File: config.mk
export PLATFORM = sky130hd
export DESIGN_NAME = agc_top
export DESIGN_NICKNAME = d
export VERILOG_FILES = /design/src/verilog/agc_pkg.sv /design/src/verilog/avg_power.sv /design/src/verilog/update_timer.sv /design/src/verilog/gain_loop_fsm.sv /design/src/verilog/gain_apply.sv /design/src/verilog/agc_top.sv
export SDC_FILE = /design/constraint.sdc
export NUM_CORES = 2
export LEC_CHECK = 0
export BUFFER_PORTS_ARGS = -buffer_cell sky130_fd_sc_hd__clkbuf_2
export CELL_PAD_IN_SITES_DETAIL_PLACEMENT = 1
export CELL_PAD_IN_SITES_GLOBAL_PLACEMENT = 2
export CORE_MARGIN = 1
export CORE_UTILIZATION = 39
export DETAILED_ROUTE_END_ITERATION = 16
export PLACE_DENSITY = 0.84
export SYNTH_ARGS = -nofsm -noshare
export SYNTH_HDL_FRONTEND = slang
export SYNTH_SLANG_ARGS = --single-unit
File: constraint.sdc
create_clock -name clk -period 6.2 [get_ports clk]
set_input_delay 0.31 -clock clk [delete_from_list [all_inputs] [get_ports clk]]
set_output_delay 0.31 -clock clk [all_outputs]
set_load 0.01 [all_outputs]
File: src/verilog/agc_pkg.sv
package agc_pkg;

    // input samples, signed Q1.7
    localparam int SAMPLE_W     = 8;
    localparam int SAMPLE_POINT = 7;

    // power of one sample, unsigned
    localparam int POW_W     = 2 * SAMPLE_W;
    localparam int POW_POINT = 2 * SAMPLE_POINT;

    // gain register, signed Q8.8
    localparam int GAIN_W     = 16;
    localparam int GAIN_POINT = 8;

    // loop coefficient, unsigned Q8.8
    localparam int COEF_W     = 16;
    localparam int COEF_POINT = 8;

    // full product of sample and applied gain
    localparam int OUT_W = SAMPLE_W + GAIN_W;

    typedef logic signed [SAMPLE_W-1:0] sample_t;
    typedef logic        [POW_W-1:0]    power_t;
    typedef logic signed [GAIN_W-1:0]   gain_t;
    typedef logic        [COEF_W-1:0]   coef_t;
    typedef logic signed [OUT_W-1:0]    scaled_t;

    localparam gain_t GAIN_ONE = gain_t'(1 << GAIN_POINT);

    typedef enum logic [2:0] {
        UPD_IDLE,
        UPD_SCALE,
        UPD_COMPARE,
        UPD_ADJUST,
        UPD_COMMIT
    } update_state_t;

endpackage

File: src/verilog/avg_power.sv
module avg_power #(
    parameter int PARALLEL = 4,
    parameter int WINDOW   = 16
) (
    input  logic                               clk,
    input  logic                               rst,
    input  agc_pkg::sample_t [PARALLEL-1:0]    din,
    input  logic                               din_valid,
    output agc_pkg::power_t                    avg_pow,
    output logic                               avg_pow_valid
);
    import agc_pkg::*;

    // room for the lane sum and for the window sum
    localparam int BEAT_W = POW_W + $clog2(PARALLEL);
    localparam int SUM_W  = BEAT_W + $clog2(WINDOW);
    localparam int SHIFT  = $clog2(WINDOW * PARALLEL);

    logic [BEAT_W-1:0] beat_acc;
    logic [BEAT_W-1:0] beat_sum;
    logic              beat_valid;
    logic [BEAT_W-1:0] delay_line [WINDOW];
    logic [SUM_W-1:0]  win_sum;

    // sum of squares over all lanes of one beat
    always_comb begin
        logic signed [POW_W-1:0] sq;
        beat_acc = '0;
        for (int i = 0; i < PARALLEL; i++) begin
            sq = din[i] * din[i];
            beat_acc = beat_acc + BEAT_W'($unsigned(sq));
        end
    end

    // stage 1
    always_ff @(posedge clk) begin
        if (rst) begin
            beat_valid <= 1'b0;
        end else begin
            beat_valid <= din_valid;
        end
        if (din_valid) begin
            beat_sum <= beat_acc;
        end
    end

    // stage 2, running sum over the last WINDOW beats
    // the delay line starts empty so early beats see zeros
    always_ff @(posedge clk) begin
        if (rst) begin
            win_sum       <= '0;
            avg_pow_valid <= 1'b0;
            for (int i = 0; i < WINDOW; i++) begin
                delay_line[i] <= '0;
            end
        end else begin
            avg_pow_valid <= beat_valid;
            if (beat_valid) begin
                win_sum <= win_sum + SUM_W'(beat_sum) - SUM_W'(delay_line[WINDOW-1]);
                delay_line[0] <= beat_sum;
                for (int i = 1; i < WINDOW; i++) begin
                    delay_line[i] <= delay_line[i-1];
                end
            end
        end
    end

    // mean over WINDOW beats and PARALLEL lanes, truncated
    assign avg_pow = power_t'(win_sum >> SHIFT);

endmodule

File: src/verilog/update_timer.sv
module update_timer #(
    parameter int UPDATE_BEATS = 32
) (
    input  logic clk,
    input  logic rst,
    input  logic din_valid,
    input  logic update_taken,
    output logic update_due
);

    localparam int CNT_W = (UPDATE_BEATS > 1) ? $clog2(UPDATE_BEATS) : 1;

    logic [CNT_W-1:0] beat_cnt;
    logic             last_beat;

    assign last_beat = din_valid && (beat_cnt == CNT_W'(UPDATE_BEATS - 1));

    always_ff @(posedge clk) begin
        if (rst) begin
            beat_cnt   <= '0;
            update_due <= 1'b0;
        end else begin
            if (last_beat) begin
                beat_cnt <= '0;
            end else if (din_valid) begin
                beat_cnt <= beat_cnt + 1'b1;
            end
            // a fresh request wins over a take in the same cycle
            if (last_beat) begin
                update_due <= 1'b1;
            end else if (update_taken) begin
                update_due <= 1'b0;
            end
        end
    end

endmodule

File: src/verilog/gain_loop_fsm.sv
module gain_loop_fsm #(
    parameter int GAIN_HIGH = 2048,
    parameter int GAIN_LOW  = 0
) (
    input  logic            clk,
    input  logic            rst,
    input  agc_pkg::power_t avg_pow,
    input  logic            avg_pow_valid,
    input  logic            update_due,
    input  agc_pkg::power_t ref_pow,
    input  agc_pkg::coef_t  error_coef,
    output logic            update_taken,
    output agc_pkg::gain_t  gain,
    output logic            gain_valid
);
    import agc_pkg::*;

    localparam int ERR_W      = POW_W + 1;
    localparam int STEP_W     = ERR_W + COEF_W + 1;
    localparam int STEP_SHIFT = POW_POINT + COEF_POINT - GAIN_POINT;

    update_state_t            state;
    power_t                   avg_l;
    power_t                   ref_l;
    coef_t                    coef_l;
    power_t                   scaled_q;
    logic signed [ERR_W-1:0]  err_q;
    logic signed [STEP_W-1:0] step_q;
    logic signed [POW_W+GAIN_W:0] scale_prod;
    logic signed [STEP_W-1:0] step_prod;
    logic signed [STEP_W:0]   cand;
    logic                     cand_ok;
    logic                     commit_q;

    // start only with a fresh power figure at hand
    assign update_taken = (state == UPD_IDLE) && update_due && avg_pow_valid;

    always_comb begin
        scale_prod = $signed({1'b0, avg_l}) * gain;
        step_prod  = err_q * $signed({1'b0, coef_l});
        cand       = step_q + gain;
        cand_ok    = (cand > GAIN_LOW) && (cand < GAIN_HIGH);
    end

    always_ff @(posedge clk) begin
        if (rst) begin
            state      <= UPD_IDLE;
            gain       <= GAIN_ONE;
            commit_q   <= 1'b0;
            gain_valid <= 1'b0;
        end else begin
            case (state)
                UPD_IDLE: begin
                    if (update_taken) begin
                        state <= UPD_SCALE;
                    end
                end
                UPD_SCALE:   state <= UPD_COMPARE;
                UPD_COMPARE: state <= UPD_ADJUST;
                UPD_ADJUST:  state <= UPD_COMMIT;
                UPD_COMMIT: begin
                    state <= UPD_IDLE;
                    // out of range candidates leave the gain as it is
                    if (cand_ok) begin
                        gain <= gain_t'(cand);
                    end
                end
                default: state <= UPD_IDLE;
            endcase
            // one cycle later so the pulse lines up with the applied gain register
            commit_q   <= (state == UPD_COMMIT);
            gain_valid <= commit_q;
        end
    end

    // update pipeline, one step per state
    always_ff @(posedge clk) begin
        if (update_taken) begin
            avg_l  <= avg_pow;
            ref_l  <= ref_pow;
            coef_l <= error_coef;
        end
        if (state == UPD_SCALE) begin
            scaled_q <= power_t'(scale_prod >>> GAIN_POINT);
        end
        // positive error means the output is too weak
        if (state == UPD_COMPARE) begin
            err_q <= $signed({1'b0, ref_l}) - $signed({1'b0, scaled_q});
        end
        if (state == UPD_ADJUST) begin
            step_q <= step_prod >>> STEP_SHIFT;
        end
    end

endmodule

File: src/verilog/gain_apply.sv
module gain_apply #(
    parameter int PARALLEL = 4
) (
    input  logic                            clk,
    input  logic                            rst,
    input  agc_pkg::sample_t [PARALLEL-1:0] din,
    input  logic                            din_valid,
    input  agc_pkg::gain_t                  gain,
    output agc_pkg::scaled_t [PARALLEL-1:0] dout,
    output logic                            dout_valid,
    output agc_pkg::gain_t                  applied_gain
);
    import agc_pkg::*;

    gain_t                  applied_q;
    scaled_t [PARALLEL-1:0] prod_q;
    logic                   prod_valid;

    // sqrt(g) is close to g/2 + 0.5 around unity gain
    always_ff @(posedge clk) begin
        if (rst) begin
            applied_q <= GAIN_ONE;
        end else begin
            applied_q <= (gain >>> 1) + (GAIN_ONE >>> 1);
        end
    end

    assign applied_gain = applied_q;

    always_ff @(posedge clk) begin
        if (rst) begin
            prod_valid <= 1'b0;
            dout_valid <= 1'b0;
        end else begin
            prod_valid <= din_valid;
            dout_valid <= prod_valid;
        end
    end

    // Q1.7 times Q8.8 gives a product with point 15
    always_ff @(posedge clk) begin
        if (din_valid) begin
            for (int i = 0; i < PARALLEL; i++) begin
                prod_q[i] <= din[i] * applied_q;
            end
        end
        if (prod_valid) begin
            dout <= prod_q;
        end
    end

endmodule

File: src/verilog/agc_top.sv
module agc_top #(
    parameter int PARALLEL     = 4,
    parameter int WINDOW       = 16,
    parameter int UPDATE_BEATS = 32,
    parameter int GAIN_HIGH    = 2048,
    parameter int GAIN_LOW     = 0
) (
    input  logic                            clk,
    input  logic                            rst,
    input  agc_pkg::sample_t [PARALLEL-1:0] din,
    input  logic                            din_valid,
    input  agc_pkg::power_t                 ref_pow,
    input  agc_pkg::coef_t                  error_coef,
    output agc_pkg::scaled_t [PARALLEL-1:0] dout,
    output logic                            dout_valid,
    output agc_pkg::gain_t                  gain_out,
    output logic                            gain_out_valid
);
    import agc_pkg::*;

    power_t avg_pow;
    logic   avg_pow_valid;
    logic   update_due;
    logic   update_taken;
    gain_t  gain;

    // windowed mean power of the input stream
    avg_power #(
        .PARALLEL (PARALLEL),
        .WINDOW   (WINDOW)
    ) u_avg_power (
        .clk           (clk),
        .rst           (rst),
        .din           (din),
        .din_valid     (din_valid),
        .avg_pow       (avg_pow),
        .avg_pow_valid (avg_pow_valid)
    );

    update_timer #(
        .UPDATE_BEATS (UPDATE_BEATS)
    ) u_update_timer (
        .clk          (clk),
        .rst          (rst),
        .din_valid    (din_valid),
        .update_taken (update_taken),
        .update_due   (update_due)
    );

    gain_loop_fsm #(
        .GAIN_HIGH (GAIN_HIGH),
        .GAIN_LOW  (GAIN_LOW)
    ) u_gain_loop_fsm (
        .clk           (clk),
        .rst           (rst),
        .avg_pow       (avg_pow),
        .avg_pow_valid (avg_pow_valid),
        .update_due    (update_due),
        .ref_pow       (ref_pow),
        .error_coef    (error_coef),
        .update_taken  (update_taken),
        .gain          (gain),
        .gain_valid    (gain_out_valid)
    );

    // samples scaled by the applied gain, 2 cycles latency
    gain_apply #(
        .PARALLEL (PARALLEL)
    ) u_gain_apply (
        .clk          (clk),
        .rst          (rst),
        .din          (din),
        .din_valid    (din_valid),
        .gain         (gain),
        .dout         (dout),
        .dout_valid   (dout_valid),
        .applied_gain (gain_out)
    );

endmodule

==> reports/results.ini <==
[global_route]
grt_remaining_overflow=0
grt_use_total_pct=19.87
grt_max_degree=179
antenna_found_initial=13
grt_pass1_wl_um=285500
grt_pass1_vias=52550

[setup_path]
endpoint_kind=register
crit_type=register to register
startpoint_type=register
path_max_fanout=5
timing.rr.start=u_gain_loop_fsm.err_q[5]
crit_arrival_ps=6600
cp.required_ps=6630
setup.worst_path.start=u_gain_loop_fsm.err_q[5]

[placement]
portBuffers=180
gp_congestion=0.8304
place_area_um2=75880
placed_cells=9362
dp_hpwl_um=136400

[layout]
final_area_um2=79570
area_growth_pct=13.85
finalCoreUtilization_pct=44.64
finalNonFillerCells=9568
nNetsFinal=8823
layout-drive-gt1-share_pct=11.93

[synth]
synthAdderAreaFrac_pct=40.28
async_reset_ff_share_pct=0
ys_seq_elements=666
synth_top_area_share_pct=30.65
synthesis.nets=8380
synth_top_family_by_area=adder cells
synthCells=6705
ys_seq_area_share_pct=27.66
synth_compound_area_share_pct=4.479
synth_xor_area_share_pct=3.695
ys_types=81
yosys_warnings=0
netlist_area_um2=69890
yosys_most_used_dff=edfxtp_1
synth_area_leaders=fa_1 31%, edfxtp_1 26%, ha_1 9.6%, inv_1 7.8%, and2_1 5.0%
synth-simple-area-share_pct=14.36
yosysTopAreaCell=fa_1
synth_enable_flop_cells=599
avgSynthCellArea_um2=10.42
synthMuxAreaShare_pct=0.3151

[pwr]
power-per-cell-area_nw_per_um2=413.3
ir_drop_mv=2.284
p_leak_nw=36.82

[detailed_routing]
drtIter0Drc=2045
final_antenna_net_count=0
via_count=46170
drt-vias-per-instance=4.826
drcViolationCount=0
wire_per_inst_um=18.15
routed_wl_um=173700
drt_pass1_iterations=5

[floorplanning]
core_area_um2=178200
die_x_um=425.3
initial_core_util_pct=39.21
die_h_um=425.3
ios=181
dieArea_um2=180900
row_count=155

[sta]
rsz0062_at_grt=yes
hold_violations=0
finalMaxSlewViolations=0
min_period_ps=6168
finalCritPeriodShare_pct=99.49
finalSetupTns_ps=0
fmax_mhz=162.1
slew_headroom_pct=26.51
finalSetupViolCount=0
worst_pin_slew_ps=1102
clock_skew_ps=54.20

[status]
status=finished, final reports clean

[clock_network]
h-tree-depth=3
cts.sinks=666
cts_tree=built
cts-root-buf=clkbuf_16
worstSkewPairLatency_ps=720
path_clk_slew_ps=60
cts_buffers=79
cts_max_path_buffers=3

[job]
maxCapViolCount=0

[min_path]
hold_class=input port to register
worstHoldStart=din_valid

-- layout make-up --
| type | instances | area [um2] |
|---|---|---|
| clock buffer | 102 | 2103 |
| tap | 2355 | 2947 |
| inverter | 1446 | 5441 |
| clock inverter | 40 | 594.3 |
| timing repair buffer | 629 | 4538 |
| multi-input combinational | 4326 | 44590 |
| antenna | 4 | 10.01 |
| sequential | 666 | 19340 |
| fill | 19770 | 98660 |
-- synth_stat cells, types with 41 or more instances --
| cell type | count |
|---|---|
| clkbuf_1 | 259 |
| o21ai_0 | 94 |
| ha_1 | 538 |
| inv_1 | 1443 |
| a21oi_1 | 154 |
| a21o_1 | 49 |
| and2_1 | 558 |
| nor2b_1 | 148 |
| nand2b_1 | 105 |
| nor2_1 | 213 |
| and3_1 | 179 |
| nand2_1 | 566 |
| xnor2_1 | 237 |
| xor2_1 | 56 |
| edfxtp_1 | 599 |
| dfxtp_1 | 67 |
| nor3_1 | 41 |
| fa_1 | 1070 |
-- where the power goes --
group | internal [mW] | switching (mW)
clock network | 2.85 | 2.05
logic | 10.9 | 10.8
registers | 6.16 | 0.111
-- layer usage --
layer | GRT usage (%) | vias to the layer above | routed length, um
met5 | 0 | - | 0
met4 | 4.670 | 0 | 3697
met3 | 2.301 | 199 | 4926
met2 | 35.05 | 540 | 87810
met1 | 25.94 | 23830 | 77230
li1 | - | 21600 | -
-- placed cells by master (no fill, tap or decap), types with 178 or more instances in the layout --
| cell type | n |
|---|---|
| xnor2_1 | 233 |
| nand2_1 | 558 |
| inv_1 | 1430 |
| and2_1 | 555 |
| nor2_1 | 208 |
| ha_1 | 525 |
| buf_4 | 396 |
| and3_1 | 179 |
| clkbuf_2 | 178 |
| fa_1 | 1064 |
| edfxtp_1 | 599 |
-- critical path, stage by stage, from the launching register on --
cell and delay, ps:
edfxtp_1 520, buf_6 190, buf_6 110, and2_4 150
fa_1 470, fa_1 510, inv_2 40, fa_1 470
fa_1 510, fa_1 550, inv_2 60, fa_1 540
ha_4 220, a21o_1 150, a21o_1 180, a21oi_2 180
nor2_2 70, a21oi_2 150, o21ai_4 80, o21ai_1 140
buf_4 170, o21bai_1 70, a21o_1 170, xor2_1 160
-- what timing repair did --
action	in CTS	in global routing
pin swaps	22	53
gates resized for setup	43	71
setup buffers	16	12
hold buffers	33	0
endpoints found under the hold margin	38	0
gates cloned	0	0
endpoints found under the setup margin	12	18
-- stage by stage --
stage,hold WS (ps),power [mW],setup WS (ps)
3_5_place_dp,405.1,27.69,-551.4
3_3_place_gp,402.2,27.12,-506.0
6_report,142.0,32.89,31.70
4_1_cts,107.0,32.85,3.114
5_1_grt,133.0,35.58,-126.9
2_1_floorplan,400.3,20.29,-32.20
-- sequential cells by signal, summed over array words and instances (netlist names) --
signal / cells
u_avg_power.beat_sum: 18
u_avg_power.delay_line: 288
u_avg_power.win_sum: 22
u_gain_apply.applied_gain: 16
u_gain_apply.dout: 96
u_gain_apply.dout_valid: 1
u_gain_apply.prod_q: 96
u_gain_apply.prod_valid: 1
u_gain_loop_fsm.avg_l: 16
u_gain_loop_fsm.coef_l: 16
u_gain_loop_fsm.commit_q: 1
u_gain_loop_fsm.err_q: 17
u_gain_loop_fsm.gain: 16
u_gain_loop_fsm.gain_valid: 1
u_gain_loop_fsm.ref_l: 16
u_gain_loop_fsm.scaled_q: 16
u_gain_loop_fsm.state: 3
u_gain_loop_fsm.step_q: 20
u_update_timer.beat_cnt: 5
u_update_timer.update_due: 1
-- final timing paths --
kind	endpoint	depth (start not counted)	slack, ps
worst max-delay path	u_gain_loop_fsm.step_q[17]	23	30
worst min-delay path	u_gain_apply.prod_q[16]	1	140
worst max register to register	u_gain_loop_fsm.step_q[17]	23	30
worst min register to register	u_gain_apply.dout[58]	0	410
-- cell families (layout without fill, tap and decap cells) --
logic type / after synthesis / count (layout)
AOI/OAI and AO/OA: 485 / 485
xor gates and xnor gates: 294 / 294
adders and majority gates: 1608 / 1608
buffers and inverters: 1713 / 2217
DFF: 666 / 666
muxes: 19 / 19
other: 0 / 4
and+or+nand+nor: 1920 / 1920
No activity file was read; power rests on OpenSTA's default activity.
